$ cat config.mk
export PLATFORM = sky130hd
export DESIGN_NAME = cpu
export DESIGN_NICKNAME = d
export VERILOG_FILES = /design/src/source/lc3b_types.sv /design/src/source/mem_port_if.sv /design/src/source/cpu.sv /design/src/source/mem_arbiter.sv /design/src/source/cpu_datapath.sv /design/src/source/mem_stage.sv /design/src/source/ex_stage.sv /design/src/source/id_stage.sv /design/src/source/if_stage.sv /design/src/source/stage_reg.sv
export VERILOG_INCLUDE_DIRS = /design/src /design/src/source
export SDC_FILE = /design/constraint.sdc
export NUM_CORES = 1
export LEC_CHECK = 0
export ABC_AREA = 1
export BUFFER_PORTS_ARGS = -buffer_cell sky130_fd_sc_hd__buf_2
export CORE_ASPECT_RATIO = 1.5
export CORE_MARGIN = 3
export CORE_UTILIZATION = 35
export DETAILED_ROUTE_END_ITERATION = 16
export GPL_TIMING_DRIVEN = 0
export SLEW_MARGIN = 20
export SYNTH_ARGS = -nofsm -noshare
export SYNTH_HDL_FRONTEND = slang
export SYNTH_HIERARCHICAL = 1
export SYNTH_SLANG_ARGS = --single-unit
$ cat constraint.sdc
create_clock -name clk -period 7.55 [get_ports clk]
set_input_delay 1.51 -clock clk [delete_from_list [all_inputs] [get_ports clk]]
set_output_delay 1.51 -clock clk [all_outputs]
set_load 0.05 [all_outputs]
$ cat src/source/lc3b_consts.svh
`ifndef LC3B_CONSTS_SVH
`define LC3B_CONSTS_SVH

// datapath width and register file size
`define LC3B_WORD_W 16
`define LC3B_NUM_REGS 8

// first fetch address after reset
`define LC3B_RESET_PC 16'h0000

// instruction bits [15:12] of the supported subset
`define OP_BR 4'b0000
`define OP_ADD 4'b0001
`define OP_AND 4'b0101
`define OP_LDR 4'b0110
`define OP_STR 4'b0111
`define OP_NOT 4'b1001

`endif
$ cat src/source/lc3b_types.sv
`include "lc3b_consts.svh"

package lc3b_types;

    typedef logic [`LC3B_WORD_W-1:0] lc3b_word;
    typedef logic [$clog2(`LC3B_NUM_REGS)-1:0] lc3b_reg;

    typedef enum logic [3:0] {
        op_br = `OP_BR,
        op_add = `OP_ADD,
        op_and = `OP_AND,
        op_ldr = `OP_LDR,
        op_str = `OP_STR,
        op_not = `OP_NOT
    } lc3b_opcode;

    typedef enum logic [1:0] {
        alu_add,
        alu_and,
        alu_not,
        alu_pass
    } alu_op_t;

    typedef struct packed {
        lc3b_opcode opcode;
        alu_op_t aluop;
        logic sel_imm;
        logic load_regfile;
        logic load_cc;
        logic mem_read;
        logic mem_write;
        logic is_branch;
    } lc3b_control_word;

    typedef struct packed {
        lc3b_word pc;
        lc3b_word instruction;
    } if_id_t;

    typedef struct packed {
        lc3b_control_word ctrl;
        lc3b_word pc;
        lc3b_word instruction;
        lc3b_reg sr1;
        lc3b_reg sr2;
        lc3b_reg dest;
        lc3b_word sr1_data;
        lc3b_word sr2_data;
    } id_ex_t;

    // for BR the dest field carries the nzp mask
    typedef struct packed {
        lc3b_control_word ctrl;
        lc3b_reg dest;
        lc3b_word alu;
        lc3b_word target;
        lc3b_word store_data;
    } ex_mem_t;

    typedef struct packed {
        lc3b_control_word ctrl;
        lc3b_reg dest;
        lc3b_word data;
    } mem_wb_t;

endpackage : lc3b_types

$ cat src/source/mem_port_if.sv
interface mem_port_if import lc3b_types::*; ();

    logic read;
    logic write;
    lc3b_word address;
    lc3b_word wdata;
    logic resp;
    lc3b_word rdata;

    modport master (
        output read,
        output write,
        output address,
        output wdata,
        input resp,
        input rdata
    );

    modport slave (
        input read,
        input write,
        input address,
        input wdata,
        output resp,
        output rdata
    );

endinterface : mem_port_if

$ cat src/source/cpu.sv
module cpu import lc3b_types::*; (
    input logic clk,
    input logic rst,
    output logic mem_read,
    output logic mem_write,
    output lc3b_word mem_address,
    output lc3b_word mem_wdata,
    input logic mem_resp,
    input lc3b_word mem_rdata
);

    mem_port_if u_port_a ();
    mem_port_if u_port_b ();

    cpu_datapath u_datapath (
        .clk(clk),
        .rst(rst),
        .port_a(u_port_a.master),
        .port_b(u_port_b.master)
    );

    // instruction and data ports share the one external bus
    mem_arbiter u_arbiter (
        .clk(clk),
        .rst(rst),
        .port_a(u_port_a.slave),
        .port_b(u_port_b.slave),
        .mem_read(mem_read),
        .mem_write(mem_write),
        .mem_address(mem_address),
        .mem_wdata(mem_wdata),
        .mem_resp(mem_resp),
        .mem_rdata(mem_rdata)
    );

endmodule : cpu

$ cat src/source/mem_arbiter.sv
module mem_arbiter import lc3b_types::*; (
    input logic clk,
    input logic rst,
    mem_port_if.slave port_a,
    mem_port_if.slave port_b,
    output logic mem_read,
    output logic mem_write,
    output lc3b_word mem_address,
    output lc3b_word mem_wdata,
    input logic mem_resp,
    input lc3b_word mem_rdata
);

    typedef enum logic [1:0] {
        own_none,
        own_a,
        own_b
    } owner_t;

    owner_t owner;
    owner_t grant;

    // a new owner is only picked from idle, data port first
    always_comb begin
        grant = owner;
        if (owner == own_none) begin
            if (port_b.read || port_b.write) begin
                grant = own_b;
            end else if (port_a.read || port_a.write) begin
                grant = own_a;
            end
        end
    end

    always_comb begin
        mem_read = 1'b0;
        mem_write = 1'b0;
        mem_address = '0;
        mem_wdata = '0;
        case (grant)
            own_a: begin
                mem_read = port_a.read;
                mem_write = port_a.write;
                mem_address = port_a.address;
                mem_wdata = port_a.wdata;
            end
            own_b: begin
                mem_read = port_b.read;
                mem_write = port_b.write;
                mem_address = port_b.address;
                mem_wdata = port_b.wdata;
            end
            default: begin
            end
        endcase
    end

    assign port_a.resp = mem_resp && grant == own_a;
    assign port_b.resp = mem_resp && grant == own_b;
    assign port_a.rdata = mem_rdata;
    assign port_b.rdata = mem_rdata;

    always_ff @(posedge clk) begin
        if (rst || mem_resp) begin
            owner <= own_none;
        end else begin
            owner <= grant;
        end
    end

    // the owner's access stays on the bus unchanged until its resp
    owner_stable: assert property (@(posedge clk) disable iff (rst)
        ((mem_read || mem_write) && !mem_resp) |=>
            $stable({mem_read, mem_write, mem_address, mem_wdata}));

    // every resp reaches exactly one port
    single_resp: assert property (@(posedge clk) disable iff (rst)
        mem_resp |-> $onehot({port_a.resp, port_b.resp}));

endmodule : mem_arbiter

$ cat src/source/cpu_datapath.sv
module cpu_datapath import lc3b_types::*; (
    input logic clk,
    input logic rst,
    mem_port_if.master port_a,
    mem_port_if.master port_b
);

    localparam if_id_t if_id_bubble = '0;
    localparam id_ex_t id_ex_bubble = '0;
    localparam ex_mem_t ex_mem_bubble = '0;
    localparam mem_wb_t mem_wb_bubble = '0;

    if_id_t if_out, if_id_q;
    id_ex_t id_out, id_ex_q;
    ex_mem_t ex_out, ex_mem_q;
    mem_wb_t mem_out, mem_wb_q;

    logic fetch_wait, mem_wait, stall;
    logic br_taken, br_flush, load_use;
    logic [1:0] fwd_a, fwd_b;

    // a load in EX/MEM has no value yet, so only MEM/WB can serve then
    function automatic logic [1:0] fwd_sel(lc3b_reg src, ex_mem_t em, mem_wb_t mw);
        if (em.ctrl.load_regfile && !em.ctrl.mem_read && em.dest == src)
            return 2'b10;
        if (mw.ctrl.load_regfile && mw.dest == src)
            return 2'b01;
        return 2'b00;
    endfunction

    assign fwd_a = fwd_sel(id_ex_q.sr1, ex_mem_q, mem_wb_q);
    assign fwd_b = fwd_sel(id_ex_q.sr2, ex_mem_q, mem_wb_q);

    assign stall = fetch_wait || mem_wait;
    assign br_flush = br_taken && !stall;

    // a taken branch discards the consumer anyway
    assign load_use = id_ex_q.ctrl.mem_read && !br_taken &&
        (id_out.sr1 == id_ex_q.dest || id_out.sr2 == id_ex_q.dest);

    if_stage u_if (
        .clk(clk), .rst(rst), .stall(stall), .hold(load_use),
        .br_taken(br_taken), .br_target(ex_mem_q.target),
        .port_a(port_a), .fetch_wait(fetch_wait), .out(if_out)
    );

    stage_reg #(.payload_t(if_id_t)) u_if_id (
        .clk(clk), .rst(rst), .load(!stall && !load_use), .flush(br_flush),
        .bubble(if_id_bubble), .d(if_out), .q(if_id_q)
    );

    id_stage u_id (
        .clk(clk), .rst(rst), .in(if_id_q), .wb(mem_wb_q), .out(id_out)
    );

    stage_reg #(.payload_t(id_ex_t)) u_id_ex (
        .clk(clk), .rst(rst), .load(!stall), .flush(br_flush || (load_use && !stall)),
        .bubble(id_ex_bubble), .d(id_out), .q(id_ex_q)
    );

    ex_stage u_ex (
        .in(id_ex_q), .fwd_a(fwd_a), .fwd_b(fwd_b),
        .mem_fwd(ex_mem_q.alu), .wb_fwd(mem_wb_q.data), .out(ex_out)
    );

    stage_reg #(.payload_t(ex_mem_t)) u_ex_mem (
        .clk(clk), .rst(rst), .load(!stall), .flush(br_flush),
        .bubble(ex_mem_bubble), .d(ex_out), .q(ex_mem_q)
    );

    mem_stage u_mem (
        .clk(clk), .rst(rst), .stall(stall), .in(ex_mem_q), .port_b(port_b),
        .mem_wait(mem_wait), .br_taken(br_taken), .out(mem_out)
    );

    stage_reg #(.payload_t(mem_wb_t)) u_mem_wb (
        .clk(clk), .rst(rst), .load(!stall), .flush(1'b0),
        .bubble(mem_wb_bubble), .d(mem_out), .q(mem_wb_q)
    );

endmodule : cpu_datapath

$ cat src/source/mem_stage.sv
module mem_stage import lc3b_types::*; (
    input logic clk,
    input logic rst,
    input logic stall,
    input ex_mem_t in,
    mem_port_if.master port_b,
    output logic mem_wait,
    output logic br_taken,
    output mem_wb_t out
);

    logic access;
    logic done;
    lc3b_word rdata_buf;
    lc3b_word load_data;
    lc3b_word wb_data;
    logic [2:0] nzp;
    logic [2:0] cc;

    assign access = in.ctrl.mem_read || in.ctrl.mem_write;

    // once answered, the access is not issued again while IF still stalls
    assign port_b.read = in.ctrl.mem_read && !done;
    assign port_b.write = in.ctrl.mem_write && !done;
    assign port_b.address = in.alu;
    assign port_b.wdata = in.store_data;

    assign mem_wait = access && !done && !port_b.resp;

    always_ff @(posedge clk) begin
        if (rst || !stall) begin
            done <= 1'b0;
        end else if (port_b.resp) begin
            done <= 1'b1;
        end
    end

    always_ff @(posedge clk) begin
        if (port_b.resp) begin
            rdata_buf <= port_b.rdata;
        end
    end

    assign load_data = done ? rdata_buf : port_b.rdata;
    assign wb_data = in.ctrl.mem_read ? load_data : in.alu;

    assign nzp = {wb_data[15], wb_data == '0, !wb_data[15] && wb_data != '0};

    always_ff @(posedge clk) begin
        if (rst) begin
            cc <= 3'b010;
        end else if (!stall && in.ctrl.load_cc) begin
            cc <= nzp;
        end
    end

    // the nzp mask of a BR sits in its dest field
    assign br_taken = in.ctrl.is_branch && |(in.dest & cc);

    assign out.ctrl = in.ctrl;
    assign out.dest = in.dest;
    assign out.data = wb_data;

    rw_exclusive: assert property (@(posedge clk) disable iff (rst)
        !(port_b.read && port_b.write));

endmodule : mem_stage

$ cat src/source/ex_stage.sv
module ex_stage import lc3b_types::*; (
    input id_ex_t in,
    input logic [1:0] fwd_a,
    input logic [1:0] fwd_b,
    input lc3b_word mem_fwd,
    input lc3b_word wb_fwd,
    output ex_mem_t out
);

    lc3b_word src_a;
    lc3b_word src_b;
    lc3b_word imm;
    lc3b_word alu_b;
    lc3b_word offset9;

    // 2'b10 takes EX/MEM, 2'b01 takes MEM/WB, anything else the register value
    function automatic lc3b_word fwd_mux(logic [1:0] sel, lc3b_word reg_val,
                                         lc3b_word mem_val, lc3b_word wb_val);
        case (sel)
            2'b10: return mem_val;
            2'b01: return wb_val;
            default: return reg_val;
        endcase
    endfunction

    assign src_a = fwd_mux(fwd_a, in.sr1_data, mem_fwd, wb_fwd);
    assign src_b = fwd_mux(fwd_b, in.sr2_data, mem_fwd, wb_fwd);

    // memory offsets are word offsets, so offset6 is scaled by two
    assign imm = (in.ctrl.mem_read || in.ctrl.mem_write)
        ? {{9{in.instruction[5]}}, in.instruction[5:0], 1'b0}
        : {{11{in.instruction[4]}}, in.instruction[4:0]};
    assign alu_b = in.ctrl.sel_imm ? imm : src_b;

    always_comb begin
        case (in.ctrl.aluop)
            alu_add: out.alu = src_a + alu_b;
            alu_and: out.alu = src_a & alu_b;
            alu_not: out.alu = ~src_a;
            default: out.alu = alu_b;
        endcase
    end

    assign offset9 = {{6{in.instruction[8]}}, in.instruction[8:0], 1'b0};

    assign out.ctrl = in.ctrl;
    assign out.dest = in.dest;
    assign out.target = in.pc + 16'd2 + offset9;
    assign out.store_data = src_b;

endmodule : ex_stage

$ cat src/source/id_stage.sv
`include "lc3b_consts.svh"

module id_stage import lc3b_types::*; (
    input logic clk,
    input logic rst,
    input if_id_t in,
    input mem_wb_t wb,
    output id_ex_t out
);

    lc3b_word regs [`LC3B_NUM_REGS];
    lc3b_control_word ctrl;
    lc3b_reg sr1;
    lc3b_reg sr2;

    always_comb begin
        ctrl = '0;
        case (in.instruction[15:12])
            `OP_ADD, `OP_AND: begin
                ctrl.opcode = (in.instruction[15:12] == `OP_ADD) ? op_add : op_and;
                ctrl.aluop = (in.instruction[15:12] == `OP_ADD) ? alu_add : alu_and;
                ctrl.sel_imm = in.instruction[5];
                ctrl.load_regfile = 1'b1;
                ctrl.load_cc = 1'b1;
            end
            `OP_NOT: begin
                ctrl.opcode = op_not;
                ctrl.aluop = alu_not;
                ctrl.load_regfile = 1'b1;
                ctrl.load_cc = 1'b1;
            end
            `OP_LDR: begin
                ctrl.opcode = op_ldr;
                ctrl.aluop = alu_add;
                ctrl.sel_imm = 1'b1;
                ctrl.load_regfile = 1'b1;
                ctrl.load_cc = 1'b1;
                ctrl.mem_read = 1'b1;
            end
            `OP_STR: begin
                ctrl.opcode = op_str;
                ctrl.aluop = alu_add;
                ctrl.sel_imm = 1'b1;
                ctrl.mem_write = 1'b1;
            end
            `OP_BR: begin
                ctrl.opcode = op_br;
                ctrl.aluop = alu_pass;
                ctrl.is_branch = 1'b1;
            end
            default: begin
                // anything outside the subset runs as a bubble
                ctrl = '0;
            end
        endcase
    end

    // STR reads its store data through the second source
    assign sr1 = in.instruction[8:6];
    assign sr2 = ctrl.mem_write ? in.instruction[11:9] : in.instruction[2:0];

    always_ff @(posedge clk) begin
        if (rst) begin
            for (int i = 0; i < `LC3B_NUM_REGS; i++) begin
                regs[i] <= '0;
            end
        end else if (wb.ctrl.load_regfile) begin
            regs[wb.dest] <= wb.data;
        end
    end

    assign out.ctrl = ctrl;
    assign out.pc = in.pc;
    assign out.instruction = in.instruction;
    assign out.sr1 = sr1;
    assign out.sr2 = sr2;
    assign out.dest = in.instruction[11:9];
    assign out.sr1_data = (wb.ctrl.load_regfile && wb.dest == sr1) ? wb.data : regs[sr1];
    assign out.sr2_data = (wb.ctrl.load_regfile && wb.dest == sr2) ? wb.data : regs[sr2];

endmodule : id_stage

$ cat src/source/if_stage.sv
`include "lc3b_consts.svh"

module if_stage import lc3b_types::*; (
    input logic clk,
    input logic rst,
    input logic stall,
    input logic hold,
    input logic br_taken,
    input lc3b_word br_target,
    mem_port_if.master port_a,
    output logic fetch_wait,
    output if_id_t out
);

    lc3b_word pc;
    lc3b_word inst_buf;
    logic valid;
    logic running;

    // fetch port never writes
    assign port_a.read = running && !valid;
    assign port_a.write = 1'b0;
    assign port_a.address = pc;
    assign port_a.wdata = '0;

    assign fetch_wait = !valid && !port_a.resp;

    assign out.pc = pc;
    assign out.instruction = valid ? inst_buf : port_a.rdata;

    always_ff @(posedge clk) begin
        if (rst) begin
            pc <= `LC3B_RESET_PC;
            valid <= 1'b0;
            running <= 1'b0;
        end else begin
            running <= 1'b1;
            if (br_taken && !stall) begin
                pc <= br_target;
                valid <= 1'b0;
            end else if (!stall && !hold) begin
                pc <= pc + 16'd2;
                valid <= 1'b0;
            end else if (port_a.resp) begin
                // keep the fetched word while the pipeline waits on port B
                valid <= 1'b1;
            end
        end
    end

    always_ff @(posedge clk) begin
        if (port_a.resp) begin
            inst_buf <= port_a.rdata;
        end
    end

endmodule : if_stage

$ cat src/source/stage_reg.sv
module stage_reg #(
    parameter type payload_t = logic
) (
    input logic clk,
    input logic rst,
    input logic load,
    input logic flush,
    input payload_t bubble,
    input payload_t d,
    output payload_t q
);

    always_ff @(posedge clk) begin
        if (rst || flush) begin
            q <= bubble;
        end else if (load) begin
            q <= d;
        end
    end

    // a flush only lands on an edge where the whole pipeline moves
    flush_not_stalled: assert property (@(posedge clk) disable iff (rst)
        flush |-> load);

endmodule : stage_reg

After elaboration in Yosys (flattened, before gate mapping)
Memories as Yosys holds them, arrays and structs flattened. A register that Yosys moved wholly into a read port is not among the register bits.
Cells that the tools add are included.
- register bits after elaboration: 206
- memory bits (writable): 128
- output and inout port bits: 34
- memories: 1
- memories (name ; depth ; bits a word ; rd ports ; clocked after memory_dff ; write ports ; line ; text):
    u_datapath.u_id.regs ; 8 ; 16 ; 2 ; 2 ; 8 ; id_stage.sv:11 ; lc3b_word regs [`LC3B_NUM_REGS];
- add/sub/neg operators: 4
- equality and inequality tests: 19
- mux-type cells: 48
- bitwise operators: 3
- reduce and logical (&&, ||, !) cells: 54
- operator list (kind ; count):
    16-bit 2-to-1 mux ; 9
    16-bit case mux with 2 select lines ; 3
    16-bit case mux with 3 select lines ; 1
    16-bit adder ; 2
    16-bit by 2-bit adder with 16-bit output (second input constant) ; 2
    2-bit 2-to-1 mux ; 12
    1-bit logical AND ; 21
    3-bit == test ; 6
    1-bit 2-to-1 mux ; 18
    16-bit AND ; 1
    16-bit zero test ; 1
    16-bit NOT ; 1
    16-bit nonzero test ; 1
    16-bit OR reduction ; 1
    4-bit by 3-bit == test with 1-bit output (second input constant) ; 3
    1-bit zero test ; 11
    1-bit logical OR ; 10
    2-bit case mux with 5 select lines ; 1
    2-bit by 1-bit == test with 1-bit output (second input constant) ; 4
    2-bit == test (second input constant) ; 4
    3-bit 2-to-1 mux ; 2
    3-bit OR reduction ; 2
    4-bit by 1-bit == test with 1-bit output (second input constant) ; 1
    4-bit == test (second input constant) ; 1
    other kinds (7) ; 10

Logic depth before layout (Yosys ltp)
- word-level depth: 14
- gate-level depth with buffers: 28
- gate-level depth less buffers: 26

Modules after synthesis
Netlist, hierarchy kept.
- by module, submodules not included (module ; times used ; cells each ; area each (um2)):
    id_stage ; 1 ; 1064 ; 8107.8
    stage_reg at u_datapath.u_id_ex ; 1 ; 370 ; 3793.6
    ex_stage ; 1 ; 532 ; 2976.6
    stage_reg at u_datapath.u_ex_mem ; 1 ; 275 ; 2812.7
    if_stage ; 1 ; 290 ; 2095.8
    mem_stage ; 1 ; 206 ; 1576.5
    stage_reg at u_datapath.u_if_id ; 1 ; 140 ; 1460.2
    stage_reg at u_datapath.u_mem_wb ; 1 ; 136 ; 1417.6
    mem_arbiter ; 1 ; 168 ; 942.2
    cpu_datapath ; 1 ; 72 ; 360.3

Worst setup path after synthesis
Ideal clock, no wire load.
- kind: input-to-reg
- start point: input mem_resp
- end point: register u_datapath/u_id_ex/q[0] (netlist name)
- setup time: 0.446 ns
- data arrival time: 5.266 ns
- setup slack: 1.837 ns
- cell stages on the path: 14
- path buffers: 3
- cells stage by stage: nand2_1 -> inv_1 -> nor2_1 -> o21a_1 -> nor2_2 -> inv_2 -> nor2_1 -> inv_1 -> nand2_1 -> buf_6 -> nor2_4 -> buf_6 -> buf_6 -> nand2_1
- word-level cells in the longest chain between the ends: 8
- ends and longest elaborated chain (item ; line ; text):
    from (decl) ; cpu.sv:8 ; input logic mem_resp,
    1-bit logical AND ; mem_arbiter.sv:59 ; assign port_b.resp = mem_resp && grant == own_b;
    net u_port_b.resp ; mem_port_if.sv:7 ; logic resp;
    1-bit zero test ; mem_stage.sv:28 ; assign mem_wait = access && !done && !port_b.resp;
    1-bit logical AND ; mem_stage.sv:28 ;
    net u_datapath.mem_wait ; cpu_datapath.sv:18 ; logic fetch_wait, mem_wait, stall;
    1-bit logical OR ; cpu_datapath.sv:34 ; assign stall = fetch_wait || mem_wait;
    net u_datapath.stall ; cpu_datapath.sv:18 ;
    1-bit zero test ; cpu_datapath.sv:35 ; assign br_flush = br_taken && !stall;
    1-bit logical AND ; cpu_datapath.sv:35 ;
    net u_datapath.br_flush ; cpu_datapath.sv:19 ; logic br_taken, br_flush, load_use;
    1-bit logical OR ; cpu_datapath.sv:57 ; .clk(clk), .rst(rst), .load(!stall), .flush(br_flush || (load_use && !stall)),
    1-bit logical OR ; stage_reg.sv:14 ; if (rst || flush) begin
The timed path passes the listed nets, and every way through them passes these cells.
A chain may end at the register's enable or synchronous reset.

Worst setup path in the final report
- start point: register u_datapath.u_if.valid
- end point: register u_datapath/u_id_ex/q[28] (netlist name)
- word-level cells in the longest chain between the ends: 14
- ends and longest elaborated chain (item ; line ; text):
    from (decl) ; if_stage.sv:17 ; logic valid;
    from (signal assigned) ; if_stage.sv:34 ; valid <= 1'b0;
    from (signal assigned) ; if_stage.sv:40 ; valid <= 1'b0;
    from (signal assigned) ; if_stage.sv:43 ; valid <= 1'b0;
    1-bit zero test ; if_stage.sv:21 ; assign port_a.read = running && !valid;
    1-bit logical AND ; if_stage.sv:21 ;
    net u_port_a.read ; mem_port_if.sv:3 ; logic read;
    2-bit 2-to-1 mux ; mem_arbiter.sv:29 ; end else if (port_a.read || port_a.write) begin
    2-bit 2-to-1 mux ; mem_arbiter.sv:27 ; if (port_b.read || port_b.write) begin
    2-bit 2-to-1 mux ; mem_arbiter.sv:26 ; if (owner == own_none) begin
    net u_arbiter.grant[0] ; mem_arbiter.sv:21 ; owner_t grant;
    2-bit == test ; mem_arbiter.sv:59 ;
    [1 not listed] ; n/a ;
    net u_port_b.resp ; mem_port_if.sv:7 ;
    [2 not listed] ; n/a ;
    net u_datapath.mem_wait ; cpu_datapath.sv:18 ;
    1-bit logical OR ; cpu_datapath.sv:34 ;
    net u_datapath.stall ; cpu_datapath.sv:18 ;
    1-bit zero test ; cpu_datapath.sv:35 ;
    1-bit logical AND ; cpu_datapath.sv:35 ;
    net u_datapath.br_flush ; cpu_datapath.sv:19 ;
    1-bit logical OR ; cpu_datapath.sv:57 ;
    1-bit logical OR ; stage_reg.sv:14 ;
The timed path passes the listed nets, and every way through them passes these cells.

==> run summary <==
vias in the first global route = 20300
Max-Cap Viols = 0
Initial Util = 35.4%
grt ovf = 0
Die X-Extent = 220 um
clock-pin slew on the worst setup and hold paths = 0.07 ns
type of origin of the critical path = flop
Power Density = 256 nW/um^2
internal power = 4.43 mW
PostCTS Resize Cnt = 0
Non-Filler Instances = 4316
n_diodes = 0
largest net degree at the start of global routing = 51
First-pass DRT Iterations = 7
final setup violation count = 0
DR iter-0 viols = 1427
antenna-violating nets left = 0
Ys Warns = 6
Reg power frac = 37.9%
synthesized netlist cell count = 3110
Top Ports = 53
first-pass GRT wire length = 116 mm
Setup CP Type = flop to flop
setup bufs post-CTS = 0
P&R area growth vs syn = 14.4%
critical path fanouts, max = 40
Post-Route WL = 76.8 mm
CTS Sinks = 366
die area = 72100 um^2
minimum clock period = 6.24 ns
Std-Cell Core Area = 68100 um^2
VDD IR-drop max = 160 uV
placed instance count = 4242
Rows = 117
share of cells above drive strength 1 = 12.4%
min-delay worst type = flop to flop
Worst-Margin Slew = 0.978 ns
status = finished, final reports clean
Avg Cell Area, Syn = 7.75 um^2
initial antenna violation count = 1
Required @ worst endpoint = 7.81 ns
NumNets Final = 3464
DP HPWL = 60.2 mm
Sw Share = 37.2%
setup tns final = 0 ns
detailed-route via count = 20800
clock group share of total power = 29.1%
Die Height = 327 um
Total GRT Usage = 21.0%
pins over their slew limit = 0
Root Driver = clkbuf_16
Final Hold Fails = 0
Final Skew = 0.0210 ns
RSZ-0062 raised after global routing = false
Avg Vias per Cell = 4.83
PortBufs = 36
Remaining DRCs = 0
sw power = 2.62 mW
final worst path period share = 82.6%
total CTS buffers = 41
hold buffers post-CTS = 0
CTS tree = yes
drt wl/cell = 17.8 um
global placement routability congestion = 0.929
Synth Cell Area = 24100 um^2
Rel. slew slack = 34.6%
clk_lat worst skew = 0.58 ns
combinational share of power = 33.0%
clk buf depth = 3
H-tree depth = 2
leakage = 12.6 nW
fmax = 160 MHz
Worst Setup End Kind = flop
WP data arrival = 6.50 ns
[final cells by class]
cell class | count | area, um^2
Inverter | 320 | 1210
Clock inverter | 28 | 298
Tap cell | 892 | 1120
Multi-Input combinational cell | 2316 | 10900
Clock buffer | 46 | 1040
Timing Repair Buffer | 39 | 248
Sequential cell | 366 | 10800
Buffer | 309 | 2010
Fill cell | 7061 | 40500
[flip-flops by register name, indices dropped and copies added (netlist names)]
name / flops
u_datapath/u_if/port_a.address: 16
u_datapath/u_id_ex/q: 74
u_datapath/u_if_id/q: 32
u_datapath/u_id/regs: 128
u_datapath/u_if/inst_buf: 16
u_datapath/u_mem_wb/q: 20
u_datapath/u_mem/done: 1
u_datapath/u_if/valid: 1
u_datapath/u_mem/rdata_buf: 16
u_datapath/u_ex_mem/q: 56
u_datapath/u_mem/cc: 3
u_datapath/u_if/running: 1
u_arbiter/owner: 2
[placed cells by master, fill, tap and decap left out, drive strengths merged, types with 2 or more instances in the layout]
master / count
o21ai: 315
a22oi: 6
nor2: 254
o211ai: 3
inv: 303
conb: 203
or2: 15
bufinv: 5
nand3b: 4
fa: 2
clkinvlp: 5
nand4: 10
ha: 50
xnor2: 9
a21o: 3
o21bai: 4
a221o: 8
nand3: 317
o21a: 5
nor3: 8
dfxtp: 24
a21oi: 185
xor2: 14
edfxtp: 342
o221ai: 7
nand2: 881
a211oi: 3
clkinv: 35
buf: 273
a31oi: 3
clkbuf: 121
[path summary, 6_finish.rpt]
kind                                            start                  endpoint  slack [ns]  depth (start not counted)
worst max-delay path            u_datapath/u_if/valid  u_datapath/u_id_ex/q[28]        1.31                         26
worst min-delay path               u_arbiter/owner[0]        u_arbiter/owner[0]        0.48                          2
worst max register to register  u_datapath/u_if/valid  u_datapath/u_id_ex/q[28]        1.31                         26
worst min register to register     u_arbiter/owner[0]        u_arbiter/owner[0]        0.48                          2
[worst max-delay path: stages, from the launching register on]
cell      delay, ns
dfxtp_1        0.31
buf_2          0.22
clkbuf_1       0.60
nor2_1         0.28
inv_1          0.10
nand2_1        0.05
nand3_1        0.08
nand2_1        0.08
inv_1          0.06
ha_1           0.13
buf_4          0.16
buf_6          0.14
nand2_1        0.08
inv_1          0.56
nor2_1         0.12
o21a_1         0.15
nor2_2         0.24
inv_2          0.14
nor2_1         0.62
inv_1          0.08
nand2_1        0.31
buf_6          0.22
nor2_4         0.07
buf_6          0.20
buf_6          0.14
nand2_4        0.39
buf_12         0.29
[power groups by stage]
stage,sequential (mW),combinational (mW),clock (mW)
floorplan,2.62,1.70,0
global route,2.69,2.58,2.17
finish,2.67,2.33,2.05
detailed placement,2.71,2.31,0
global placement,2.72,2.29,0
CTS,2.67,2.31,2.10
[layer usage]
layer | global-route usage (%) | vias up | part of all wire, %
met5 | 0 | - | 0
met4 | 10.2 | 0 | 4.9
met3 | 1.99 | 186 | 3.6
met2 | 40.5 | 574 | 54
met1 | 22.5 | 9575 | 37
li1 | - | 10500 | -
[per-stage QoR]
| stage | area [um^2] | hold slack, ns | power, mW | setup WS (ns) | utilization (%) |
|---|---|---|---|---|---|
| floorplan | 24900 | 0.442 | 4.32 | 2.10 | - |
| global placement | 26200 | 0.470 | 5.01 | -0.490 | 38.4 |
| detailed placement | 26200 | 0.476 | 5.02 | 1.28 | 38.6 |
| CTS | 27600 | 0.485 | 7.09 | 1.27 | 40.5 |
| global route | 27600 | 0.502 | 7.44 | 1.01 | 40.5 |
| finish | 27600 | 0.484 | 7.05 | 1.31 | 40.5 |
Power figures use the tool's default switching activity.
